$ cat config.mk
export PLATFORM = sky130hd
export DESIGN_NAME = cc_edge_data_read
export DESIGN_NICKNAME = d
export VERILOG_FILES = /design/src/verilog/cc_pkg.sv /design/src/verilog/cc_edge_if.sv /design/src/verilog/cc_fifo.sv /design/src/verilog/cc_read_issue.sv /design/src/verilog/cc_component_compare.sv /design/src/verilog/cc_update_result.sv /design/src/verilog/cc_edge_data_read.sv
export VERILOG_INCLUDE_DIRS = /design/src /design/src/verilog
export SDC_FILE = /design/constraint.sdc
export NUM_CORES = 2
export LEC_CHECK = 0
export BUFFER_PORTS_ARGS = -buffer_cell sky130_fd_sc_hd__buf_2
export CAP_MARGIN = 20
export CORE_ASPECT_RATIO = 0.9
export CORE_UTILIZATION = 50
export CTS_CLUSTER_SIZE = 12
export DETAILED_ROUTE_END_ITERATION = 8
export GPL_TIMING_DRIVEN = 0
export PLACE_DENSITY = 0.66
export SLEW_MARGIN = 15
export SYNTH_ARGS = -nofsm -noshare
export SYNTH_HDL_FRONTEND = slang
export SYNTH_SLANG_ARGS = --single-unit
$ cat constraint.sdc
create_clock -name clock -period 9.7 [get_ports clock]
set_clock_uncertainty 0.15 [all_clocks]
set_input_delay 1.455 -clock clock [delete_from_list [all_inputs] [get_ports clock]]
set_output_delay 1.455 -clock clock [all_outputs]
set_load 0.01 [all_outputs]
$ cat src/verilog/cc_settings.svh
// widths, buffer depth and element size shared by the
// connected-components edge stage, its package and its testbench

`ifndef CC_SETTINGS_SVH
`define CC_SETTINGS_SVH

// vertex / component index width
`define CC_INDEX_W 32

// byte address width of the component array
`define CC_ADDR_W 64

// bytes per component element
`define CC_DATA_BYTES 4

// entries in the job and update buffers
`define CC_FIFO_DEPTH 16

// free entries left when almost-full is raised
`define CC_ALFULL_MARGIN 2

`define CC_SKIP_W 32

`endif

$ cat src/verilog/cc_pkg.sv
// types for the connected-components edge stage
//   cc_read_kind_t   tag on read commands and responses
//   cc_edge_job_t    one edge from the job stream
//   cc_comp_update_t update record handed to the consumer

`include "cc_settings.svh"

package cc_pkg;

	// which component a read fetches
	typedef enum logic [1:0] {
		CC_READ_SRC  = 2'd0,
		CC_READ_DEST = 2'd1,
		CC_READ_HIGH = 2'd2
	} cc_read_kind_t;

	typedef struct packed {
		logic [`CC_INDEX_W-1:0] src;
		logic [`CC_INDEX_W-1:0] dest;
	} cc_edge_job_t;

	// comp_comp_high is the component stored at index comp_high
	typedef struct packed {
		logic [`CC_INDEX_W-1:0] comp_high;
		logic [`CC_INDEX_W-1:0] comp_low;
		logic [`CC_INDEX_W-1:0] comp_comp_high;
	} cc_comp_update_t;

endpackage

$ cat src/verilog/cc_edge_if.sv
// decision and completion signals between the issue, compare
// and result stages of the edge pipeline

`include "cc_settings.svh"

interface cc_edge_if;

	// one pulse per job from the compare stage
	logic                   decision_valid;
	logic                   skip;
	logic [`CC_INDEX_W-1:0] comp_high;
	logic [`CC_INDEX_W-1:0] comp_low;

	// result stage status
	logic                   job_done;
	logic                   upd_alfull;

	modport compare_side (output decision_valid, skip, comp_high, comp_low);
	modport issue_side (input decision_valid, skip, comp_high, comp_low, job_done, upd_alfull);
	modport result_side (input decision_valid, skip, comp_high, comp_low,
		output job_done, upd_alfull);

endinterface

$ cat src/verilog/cc_fifo.sv
// show-ahead circular buffer with a payload type parameter
// head entry is on data_out while empty is low

`include "cc_settings.svh"

module cc_fifo #(
	parameter type payload_t = logic
) (
	input  logic     clock,
	input  logic     rstn,
	input  logic     push,
	input  payload_t data_in,
	input  logic     pop,
	output payload_t data_out,
	output logic     empty,
	output logic     alfull
);

	localparam int DEPTH  = `CC_FIFO_DEPTH;
	localparam int MARGIN = `CC_ALFULL_MARGIN;
	localparam int PTR_W  = $clog2(DEPTH);
	localparam int CNT_W  = $clog2(DEPTH + 1);

	payload_t mem [DEPTH];
	logic [PTR_W-1:0] wr_ptr;
	logic [PTR_W-1:0] rd_ptr;
	logic [CNT_W-1:0] count;
	logic full;
	logic do_push;
	logic do_pop;

	assign full    = (count == CNT_W'(DEPTH));
	assign empty   = (count == '0);
	assign alfull  = (count >= CNT_W'(DEPTH - MARGIN));
	assign do_push = push && !full;
	assign do_pop  = pop && !empty;

	assign data_out = mem[rd_ptr];

	always_ff @(posedge clock) begin
		if (do_push) begin
			mem[wr_ptr] <= data_in;
		end
	end

	always_ff @(posedge clock or negedge rstn) begin
		if (!rstn) begin
			wr_ptr <= '0;
			rd_ptr <= '0;
			count  <= '0;
		end else begin
			if (do_push) begin
				wr_ptr <= (wr_ptr == PTR_W'(DEPTH - 1)) ? '0 : wr_ptr + 1'b1;
			end
			if (do_pop) begin
				rd_ptr <= (rd_ptr == PTR_W'(DEPTH - 1)) ? '0 : rd_ptr + 1'b1;
			end
			case ({do_push, do_pop})
				2'b10:   count <= count + 1'b1;
				2'b01:   count <= count - 1'b1;
				default: count <= count;
			endcase
		end
	end

endmodule

$ cat src/verilog/cc_read_issue.sv
// decode stage
//   edge job buffer
//   FSM that pops one job at a time and issues the SRC, DEST
//   and HIGH component reads as registered command pulses

`include "cc_settings.svh"

module cc_read_issue (
	input  logic                    clock,
	input  logic                    rstn,
	input  logic                    edge_valid,
	input  cc_pkg::cc_edge_job_t    edge_job,
	input  logic [`CC_ADDR_W-1:0]   base_address,
	input  logic                    cmd_stall,
	output logic                    cmd_valid,
	output cc_pkg::cc_read_kind_t   cmd_kind,
	output logic [`CC_INDEX_W-1:0]  cmd_index,
	output logic [`CC_ADDR_W-1:0]   cmd_address,
	output logic                    edge_request,
	cc_edge_if.issue_side           bus
);

	localparam int ADDR_SHIFT = $clog2(`CC_DATA_BYTES);

	typedef enum logic [2:0] {
		ST_IDLE,
		ST_SRC,
		ST_DEST,
		ST_WAIT_DEC,
		ST_HIGH,
		ST_WAIT_DONE
	} state_t;

	state_t state;
	cc_pkg::cc_edge_job_t job_head;
	cc_pkg::cc_edge_job_t job_q;
	logic [`CC_INDEX_W-1:0] high_q;
	logic job_empty;
	logic job_alfull;
	logic job_pop;
	logic issue;
	cc_pkg::cc_read_kind_t issue_kind;
	logic [`CC_INDEX_W-1:0] issue_index;

	cc_fifo #(.payload_t(cc_pkg::cc_edge_job_t)) job_fifo_i (
		.clock    (clock),
		.rstn     (rstn),
		.push     (edge_valid),
		.data_in  (edge_job),
		.pop      (job_pop),
		.data_out (job_head),
		.empty    (job_empty),
		.alfull   (job_alfull)
	);

	assign edge_request = !job_alfull;
	assign job_pop = (state == ST_IDLE) && !job_empty && !bus.upd_alfull && !cmd_stall;

	// pick the command for this cycle
	always_comb begin
		issue       = 1'b0;
		issue_kind  = cc_pkg::CC_READ_SRC;
		issue_index = job_head.src;
		case (state)
			ST_IDLE: issue = job_pop;
			ST_DEST: begin
				issue       = !cmd_stall;
				issue_kind  = cc_pkg::CC_READ_DEST;
				issue_index = job_q.dest;
			end
			ST_HIGH: begin
				issue       = !cmd_stall;
				issue_kind  = cc_pkg::CC_READ_HIGH;
				issue_index = high_q;
			end
			default: issue = 1'b0;
		endcase
	end

	//////////////////////////////////////////////////////////////////////
	// job sequencing
	//////////////////////////////////////////////////////////////////////

	always_ff @(posedge clock or negedge rstn) begin
		if (!rstn) begin
			state     <= ST_IDLE;
			cmd_valid <= 1'b0;
		end else begin
			cmd_valid <= issue;
			case (state)
				ST_IDLE:      if (job_pop) state <= ST_SRC;
				// gap cycle after the SRC pulse
				ST_SRC:       state <= ST_DEST;
				ST_DEST:      if (issue) state <= ST_WAIT_DEC;
				ST_WAIT_DEC: begin
					if (bus.decision_valid) begin
						state <= bus.skip ? ST_IDLE : ST_HIGH;
					end
				end
				ST_HIGH:      if (issue) state <= ST_WAIT_DONE;
				ST_WAIT_DONE: if (bus.job_done) state <= ST_IDLE;
				default:      state <= ST_IDLE;
			endcase
		end
	end

	// job and command payload
	always_ff @(posedge clock) begin
		if (job_pop) begin
			job_q <= job_head;
		end
		if (state == ST_WAIT_DEC && bus.decision_valid) begin
			high_q <= bus.comp_high;
		end
		if (issue) begin
			cmd_kind    <= issue_kind;
			cmd_index   <= issue_index;
			cmd_address <= base_address + (`CC_ADDR_W'(issue_index) << ADDR_SHIFT);
		end
	end

endmodule

$ cat src/verilog/cc_component_compare.sv
// execute stage
//   captures the SRC and DEST components in either order
//   decides skip, orders the pair into high/low
//   counts equal pairs

`include "cc_settings.svh"

module cc_component_compare (
	input  logic                    clock,
	input  logic                    rstn,
	input  logic                    resp_valid,
	input  cc_pkg::cc_read_kind_t   resp_kind,
	input  logic [`CC_INDEX_W-1:0]  resp_data,
	output logic [`CC_SKIP_W-1:0]   skip_count,
	cc_edge_if.compare_side         bus
);

	logic [`CC_INDEX_W-1:0] comp_src;
	logic [`CC_INDEX_W-1:0] comp_dest;
	logic src_ready;
	logic dest_ready;
	logic pair_ready;
	logic pair_equal;
	logic src_is_high;

	assign pair_ready  = src_ready && dest_ready;
	assign pair_equal  = (comp_src == comp_dest);
	assign src_is_high = (comp_src > comp_dest);

	//////////////////////////////////////////////////////////////////////
	// response capture
	//////////////////////////////////////////////////////////////////////

	// HIGH responses belong to the result stage
	always_ff @(posedge clock) begin
		if (resp_valid && resp_kind == cc_pkg::CC_READ_SRC) begin
			comp_src <= resp_data;
		end
		if (resp_valid && resp_kind == cc_pkg::CC_READ_DEST) begin
			comp_dest <= resp_data;
		end
	end

	always_ff @(posedge clock or negedge rstn) begin
		if (!rstn) begin
			src_ready  <= 1'b0;
			dest_ready <= 1'b0;
		end else if (pair_ready) begin
			src_ready  <= 1'b0;
			dest_ready <= 1'b0;
		end else if (resp_valid) begin
			if (resp_kind == cc_pkg::CC_READ_SRC) src_ready <= 1'b1;
			if (resp_kind == cc_pkg::CC_READ_DEST) dest_ready <= 1'b1;
		end
	end

	//////////////////////////////////////////////////////////////////////
	// decision
	//////////////////////////////////////////////////////////////////////

	always_ff @(posedge clock or negedge rstn) begin
		if (!rstn) begin
			bus.decision_valid <= 1'b0;
			skip_count         <= '0;
		end else begin
			bus.decision_valid <= pair_ready;
			if (pair_ready && pair_equal) begin
				skip_count <= skip_count + 1'b1;
			end
		end
	end

	// held until the next pair
	always_ff @(posedge clock) begin
		if (pair_ready) begin
			bus.skip      <= pair_equal;
			bus.comp_high <= src_is_high ? comp_src : comp_dest;
			bus.comp_low  <= src_is_high ? comp_dest : comp_src;
		end
	end

endmodule

$ cat src/verilog/cc_update_result.sv
// result stage
//   keeps high/low from the decision, waits for the HIGH read
//   and pushes the update record into the output buffer

`include "cc_settings.svh"

module cc_update_result (
	input  logic                    clock,
	input  logic                    rstn,
	input  logic                    resp_valid,
	input  cc_pkg::cc_read_kind_t   resp_kind,
	input  logic [`CC_INDEX_W-1:0]  resp_data,
	input  logic                    upd_pop,
	output logic                    upd_empty,
	output cc_pkg::cc_comp_update_t upd_data,
	cc_edge_if.result_side          bus
);

	cc_pkg::cc_comp_update_t record;
	logic push_q;

	// record fields
	always_ff @(posedge clock) begin
		if (bus.decision_valid && !bus.skip) begin
			record.comp_high <= bus.comp_high;
			record.comp_low  <= bus.comp_low;
		end
		if (resp_valid && resp_kind == cc_pkg::CC_READ_HIGH) begin
			record.comp_comp_high <= resp_data;
		end
	end

	// push one cycle after the HIGH response
	always_ff @(posedge clock or negedge rstn) begin
		if (!rstn) begin
			push_q <= 1'b0;
		end else begin
			push_q <= resp_valid && (resp_kind == cc_pkg::CC_READ_HIGH);
		end
	end

	assign bus.job_done = push_q;

	cc_fifo #(.payload_t(cc_pkg::cc_comp_update_t)) update_fifo_i (
		.clock    (clock),
		.rstn     (rstn),
		.push     (push_q),
		.data_in  (record),
		.pop      (upd_pop),
		.data_out (upd_data),
		.empty    (upd_empty),
		.alfull   (bus.upd_alfull)
	);

endmodule

$ cat src/verilog/cc_edge_data_read.sv
// top level of the connected-components edge stage
//   job intake and read issue, component compare,
//   update record buffer, all on plain ports

`include "cc_settings.svh"

module cc_edge_data_read (
	input  logic                    clock,
	input  logic                    rstn,

	// edge jobs
	input  logic                    edge_valid,
	input  logic [`CC_INDEX_W-1:0]  edge_src,
	input  logic [`CC_INDEX_W-1:0]  edge_dest,
	output logic                    edge_request,

	// read commands
	input  logic [`CC_ADDR_W-1:0]   base_address,
	input  logic                    cmd_stall,
	output logic                    cmd_valid,
	output logic [`CC_ADDR_W-1:0]   cmd_address,
	output cc_pkg::cc_read_kind_t   cmd_kind,
	output logic [`CC_INDEX_W-1:0]  cmd_index,

	// read responses
	input  logic                    resp_valid,
	input  cc_pkg::cc_read_kind_t   resp_kind,
	input  logic [`CC_INDEX_W-1:0]  resp_data,

	// update records
	input  logic                    upd_pop,
	output logic                    upd_empty,
	output logic [`CC_INDEX_W-1:0]  upd_high,
	output logic [`CC_INDEX_W-1:0]  upd_low,
	output logic [`CC_INDEX_W-1:0]  upd_comp,

	output logic [`CC_SKIP_W-1:0]   skip_count
);

	cc_pkg::cc_edge_job_t edge_job;
	cc_pkg::cc_comp_update_t upd_data;

	cc_edge_if edge_bus ();

	assign edge_job.src  = edge_src;
	assign edge_job.dest = edge_dest;

	cc_read_issue read_issue_i (
		.clock        (clock),
		.rstn         (rstn),
		.edge_valid   (edge_valid),
		.edge_job     (edge_job),
		.base_address (base_address),
		.cmd_stall    (cmd_stall),
		.cmd_valid    (cmd_valid),
		.cmd_kind     (cmd_kind),
		.cmd_index    (cmd_index),
		.cmd_address  (cmd_address),
		.edge_request (edge_request),
		.bus          (edge_bus.issue_side)
	);

	cc_component_compare component_compare_i (
		.clock      (clock),
		.rstn       (rstn),
		.resp_valid (resp_valid),
		.resp_kind  (resp_kind),
		.resp_data  (resp_data),
		.skip_count (skip_count),
		.bus        (edge_bus.compare_side)
	);

	cc_update_result update_result_i (
		.clock      (clock),
		.rstn       (rstn),
		.resp_valid (resp_valid),
		.resp_kind  (resp_kind),
		.resp_data  (resp_data),
		.upd_pop    (upd_pop),
		.upd_empty  (upd_empty),
		.upd_data   (upd_data),
		.bus        (edge_bus.result_side)
	);

	// head record onto the output ports
	assign upd_high = upd_data.comp_high;
	assign upd_low  = upd_data.comp_low;
	assign upd_comp = upd_data.comp_comp_high;

endmodule

After elaboration in Yosys (flattened, before gate mapping). Memory sizes are Yosys's and may differ from the RTL's. Cells that the tools add are included.

$add $sub $neg: 10. Multipliers: 0. Div/mod/pow operators: 0. Magnitude comparators: 3. Eq/ne operators: 23. Shift-type cells: 0. Mux-type cells: 28. Bitwise gates (word level): 0. Reduce and logical (&&, ||, !) cells: 35.

Operators by type and width (count): $add A64 B34 Y64 (1); $mux W32 (2); $pmux W32 S2 (1); $add A32 B1 Y32 const B (1); $eq A32 B32 Y1 (1); $gt A32 B32 Y1 (1); $pmux W5 S2 (2); $mux W3 (6); $pmux W3 S6 (1); $add A4 B1 Y4 const B (4); $eq A4 B4 Y1 const B (4); $mux W4 (4); $logic_and A1 B1 Y1 (14); $add A5 B1 Y5 const B (2); $eq A5 B5 Y1 const B (2); $ge A5 B4 Y1 const B (2); $logic_not A5 Y1 (2); $mux W1 (10); $reduce_bool A2 Y1 (5); $sub A5 B1 Y5 const B (2); $logic_not A1 Y1 (8); $ne A2 B1 Y1 const B (4); $eq A2 B1 Y1 const B (3); $eq A2 B2 Y1 const B (3); other kinds (11) (14).

Flip-flop bits (word level): 453. Latch bits: 0. Memory bits (writable): 2560. ROM bits: 0. Input bits: 168. Output and inout port bits: 229. Logic and storage cells: 127. Memories: 2.

Memories: update_result_i.update_fifo_i.mem (depth 16, bits a word 96, read ports 1, clocked after memory_dff 0, wr ports 1, RTL line cc_fifo.sv:24) `payload_t mem [DEPTH];`; read_issue_i.job_fifo_i.mem (depth 16, bits a word 64, read ports 1, clocked after memory_dff 0, wr ports 1, RTL line cc_fifo.sv:24).

Logic depth before layout (Yosys ltp).
Depth after elaboration: 8. Depth in mapped cells: 18. Depth with buffers taken out: 16.

Hierarchy. Synthesis repeated with hierarchy kept, for this count alone.

Cells, all modules: 6086. Area total of the unflattened synthesis: 118996.6 µm².

By module, submodules not included: cc_fifo at update_result_i.update_fifo_i (times used 1, cells each 2848, area an instance 59425.7 µm², seq. area each 46449.5 µm²); cc_fifo at read_issue_i.job_fifo_i (times used 1, cells each 1867, area an instance 40737.8 µm², seq. area each 31074.8 µm²); cc_read_issue (times used 1, cells each 645, area an instance 8086.5 µm², seq. area each 4964.8 µm²); cc_component_compare (times used 1, cells each 627, area an instance 7823.8 µm², seq. area each 4749.6 µm²); cc_update_result (times used 1, cells each 99, area an instance 2922.8 µm², seq. area each 2907.8 µm²).

Least setup slack after synthesis. No wires, ideal clock.

Path type: flip-flop to flip-flop. From: register update_result_i.update_fifo_i.count[1]. To: memory update_result_i.update_fifo_i.mem[3][0] (netlist name) (enable). Setup time: 0.668 ns. Arrival time: 7.576 ns. Data required time: 8.882 ns. Path slack: 1.306 ns. Stages on the path, launching flop included: 6. Buffers on the path: 1. Period minus slack after synthesis: 8.394 ns. Path through: dfrtp_1 > or4_1 > o21a_1 > clkbuf_1 > nand2_1 > nor3_1.

Word-level cells in the longest chain between the ends: 5.

RTL lines: start: declaration (RTL line cc_fifo.sv:27) `logic [CNT_W-1:0] count;`; start signal: assignment (RTL line cc_fifo.sv:59) `2'b10: count <= count + 1'b1;`; start signal: assignment (RTL line cc_fifo.sv:60) `2'b01: count <= count - 1'b1;`; start signal: assignment (RTL line cc_fifo.sv:61) `default: count <= count;`; $eq A5 B5 Y1 (RTL line cc_fifo.sv:32) `assign full = (count == CNT_W'(DEPTH));`; $logic_not A1 Y1 (RTL line cc_fifo.sv:35) `assign do_push = push && !full;`; $logic_and A1 B1 Y1 (RTL line cc_fifo.sv:35); $mux W1 (RTL line cc_fifo.sv:41) `if (do_push) begin`; $mux W1 (not written as such) (RTL line cc_fifo.sv:42) `mem[wr_ptr] <= data_in;`; end: declaration (RTL line cc_fifo.sv:24).

Every way passes these cells.

Final worst setup path.
From: register read_issue_i.job_fifo_i.rd_ptr[1]. To: register read_issue_i.cmd_address[40], data pin.

Word-level cells in the longest chain between the ends: 3.

RTL lines: start: declaration (RTL line cc_fifo.sv:26) `logic [PTR_W-1:0] rd_ptr;`; start signal: assignment (RTL line cc_fifo.sv:56) `rd_ptr <= (rd_ptr == PTR_W'(DEPTH - 1)) ? '0 : rd_ptr + 1'b1;`; $mem_v2 Z16 W64; $pmux W32 S2 (RTL line cc_read_issue.sv:64) `case (state)`; net read_issue_i.issue_index[5] (RTL line cc_read_issue.sv:43) `` logic [`CC_INDEX_W-1:0] issue_index; ``; $add A64 B34 Y64 (RTL line cc_read_issue.sv:118) `` cmd_address <= base_address + (`CC_ADDR_W'(issue_index) << ADDR_SHIFT); ``; end signal: assignment (RTL line cc_read_issue.sv:118); end: declaration (RTL line cc_read_issue.sv:18) `` output logic [`CC_ADDR_W-1:0] cmd_address, ``.

The timed path passes the listed nets, and every way through them passes these cells. A chain may end at the register's enable or synchronous reset.

==> impl_metrics.toml <==
[power]
vdd_drop_max_mv = 0.220
power.total_w = 0.0395
cellLeakagePower_nw = 44.7
p_per_area_nw_per_um2 = 292

[worst_hold_path]
worstHoldPathType = "reg -> reg"
min_from = "component_compare_i.bus.comp_low[17]"

[global_route]
grt_remaining_overflow = 0
grt_max_degree = 52
grt_use_total_pct = 27.3
grt_pass1_vias = 60200
grt_pass1_wl_microns = 448000
antenna_found_initial = 67

[place]
placed_area_sq_um = 126000
dp_hpwl_microns = 222000
dp_cells = 9400
place.gp.congestion = 0.890
portBuffers = 396
dp_slack_ns = 2.15

[yosys]
synth.avg_cell_area_sq_um = 20.3
synth_cells = 5723
syn-num-nets = 5977
synth-edff-count = 2947
synth_flop_cell = "edfxtp_1"
netlist_area_sq_um = 116000
async_flop_share_pct = 2.19
ys_seq_area_share_pct = 77.6
ys_ff_latch = 3013
ys_warn_count = 0
synth.distinct_cells = 56

[sta]
rsz0062_at_grt = "false"
relSlewSlack_pct = 16.3
drv_slew = 0
finalCritPeriodShare_pct = 81.8
setup_slack_ns = 1.76
period_needed_ns = 7.94
worst_pin_slew_ns = 1.26
hold_viol_final = 0
final-setup-viol-count = 0
timing.fmax_ghz = 0.126

[final_layout]
nNetsFinal = 6945
drive_gt1_share_pct = 25.2
fin_cells = 9919
syn_to_final_growth_pct = 16.5
multi_input_area_sq_um = 25000
layout_common_cells = "edfxtp_1, mux4_2, buf_2, clkbuf_16, mux2i_1"
seq_area_sq_um = 90100
fin_util_pct = 58.7
fillCellCount = 16600
finalInstanceArea_sq_um = 135000
final_common_cell = "edfxtp_1"

[drt]
dr.pass1.iters = 5
drt_iter0_drc = 8254
wl_per_cell_microns = 32.3
antenna_left = 0
vias = 61700
drc_errors = 0
via_per_inst = 6.22
wirelength_microns = 320000

[critical_path]
crit_end = "read_issue_i.cmd_address[40]"
crit_type = "reg -> reg"
crit_required_ns = 10.27
cp-startpoint = "read_issue_i.job_fifo_i.rd_ptr[1]"
cp_max_fo = 10
cp-start-kind = "register"
crit_path_end_kind = "register"
reg2reg_slack_ns = 1.76
r2r-start = "read_issue_i.job_fifo_i.rd_ptr[1]"
rr_worst_depth = 16
crit_arrival_ns = 8.51
reg2reg_to = "read_issue_i.cmd_address[40]"

[floorplanning]
die_y_microns = 459
dieWidth_microns = 510
dieArea_sq_um = 234000
initial_core_util_pct = 50.4
ios = 397
core_sq_um = 230000
rows = 167

[clock_tree]
cts.sinks = 3013
cts_tree = "built"
htreeDepth = 5
postCtsHoldBufs = 0
clockBufferDepth = 4
clkTransAtPathRegs_ns = 0.06
cts_buffers = 321
clkLatencyLatePin_ns = 0.95
cts_resized = 0
postCtsSetupBuffers = 0
root_buffer = "clkbuf_16"

[status]
outcome = "finished clean"

[run]
cap_violations = 0
where the power goes:
| group | switching [W] | leakage, nW | total, W | internal, W |
|---|---|---|---|---|
| Clock | 0.00474 | 4.41 | 0.0110 | 0.00627 |
| Sequential | 0.000592 | 27.5 | 0.0163 | 0.0157 |
| Combinational | 0.00772 | 12.8 | 0.0122 | 0.00448 |
| Total | 0.0131 | 44.7 | 0.0395 | 0.0264 |
stage by stage:
step / setup TNS [ns] / hold WS [ns]
floorplan: 0 / 0.250
detailed placement: 0 / 0.255
CTS: 0 / 0.268
global route: 0 / 0.269
finish: 0 / 0.267
global placement: -5572.77 / 0.254
synthesized netlist by cell type, types with 67 or more instances:
master,number,share of area [%]
edfxtp_1,2947,76
mux4_2,480,9.3
mux2i_1,320,2.8
o21ai_0,257,1.1
nand2_1,205,0.66
clkbuf_1,199,0.64
a21oi_1,149,0.64
mux2_2,131,1.3
a221oi_1,98,0.74
a22oi_1,97,0.63
ha_1,83,0.89
xnor2_1,75,0.57
nor2_1,67,0.22
kinds of logic after synthesis:
| family | Yosys count | share of synthesized area [%] |
|---|---|---|
| buffers and inverters | 347 | 1.15 |
| and+or+nand+nor | 462 | 1.86 |
| xor gates and xnor gates | 105 | 0.791 |
| DFF | 3013 | 77.6 |
| muxes | 931 | 13.3 |
| adders and majority gates | 86 | 0.945 |
| AOI/OAI and AO/OA | 779 | 4.35 |
worst min-delay path by stage:
| stage | endpoint | slack [ns] | cells past startpoint |
|---|---|---|---|
| after detailed placement | update_result_i.record[49] | 0.26 | 0 |
| after global routing | update_result_i.record[51] | 0.27 | 0 |
| after floorplan | update_result_i.record[32] | 0.25 | 0 |
| after CTS | update_result_i.record[49] | 0.27 | 0 |
| final | update_result_i.record[49] | 0.27 | 0 |
| after global placement | update_result_i.record[34] | 0.25 | 0 |
area by class of cell:
type | count | share of cell area [%]
sequential | 3013 | 66.6
multi-input combinational | 2363 | 18.5
clock buffer | 427 | 6.34
timing repair buffer | 645 | 4.39
tap | 3042 | 2.81
buffer | 282 | 0.823
clock inverter | 66 | 0.354
inverter | 65 | 0.182
antenna | 16 | 0.0296
critical path, stage by stage, from the launching register on:
cell	delay, ns
dfrtp_1	0.34
clkbuf_1	0.39
clkbuf_1	0.80
clkbuf_1	0.87
clkbuf_1	0.57
a211oi_1	0.15
a211oi_1	0.56
a221o_1	0.45
ha_1	0.39
nand3_1	0.11
a21oi_1	0.55
o21ai_0	0.38
o21ba_2	0.33
o31a_1	0.36
o21ai_1	0.75
nand4b_1	0.21
xnor2_1	0.34
sequential cells by signal (all words and copies together) (netlist names), 2 cells and up:
| signal | count |
|---|---|
| update_result_i.update_fifo_i.mem | 1536 |
| read_issue_i.job_fifo_i.mem | 1024 |
| update_result_i.record | 96 |
| read_issue_i.cmd_address | 64 |
| component_compare_i.bus.comp_high | 32 |
| component_compare_i.bus.comp_low | 32 |
| component_compare_i.comp_dest | 32 |
| component_compare_i.comp_src | 32 |
| component_compare_i.skip_count | 32 |
| read_issue_i.cmd_index | 32 |
| read_issue_i.high_q | 32 |
| read_issue_i.job_q | 32 |
| read_issue_i.job_fifo_i.count | 5 |
| update_result_i.update_fifo_i.count | 5 |
| read_issue_i.job_fifo_i.rd_ptr | 4 |
| read_issue_i.job_fifo_i.wr_ptr | 4 |
| update_result_i.update_fifo_i.rd_ptr | 4 |
| update_result_i.update_fifo_i.wr_ptr | 4 |
| read_issue_i.state | 3 |
| read_issue_i.cmd_kind | 2 |
layer usage:
layer  share of wire [%]  global-route usage (%)  up-vias
li1                    -                       -    25500
met1                  38                    37.5    32200
met2                  47                    43.0     3315
met3                  10                    6.08      605
met4                 4.0                    9.93       38
met5               0.073                       0        -
Power figures use the tool's default switching activity.
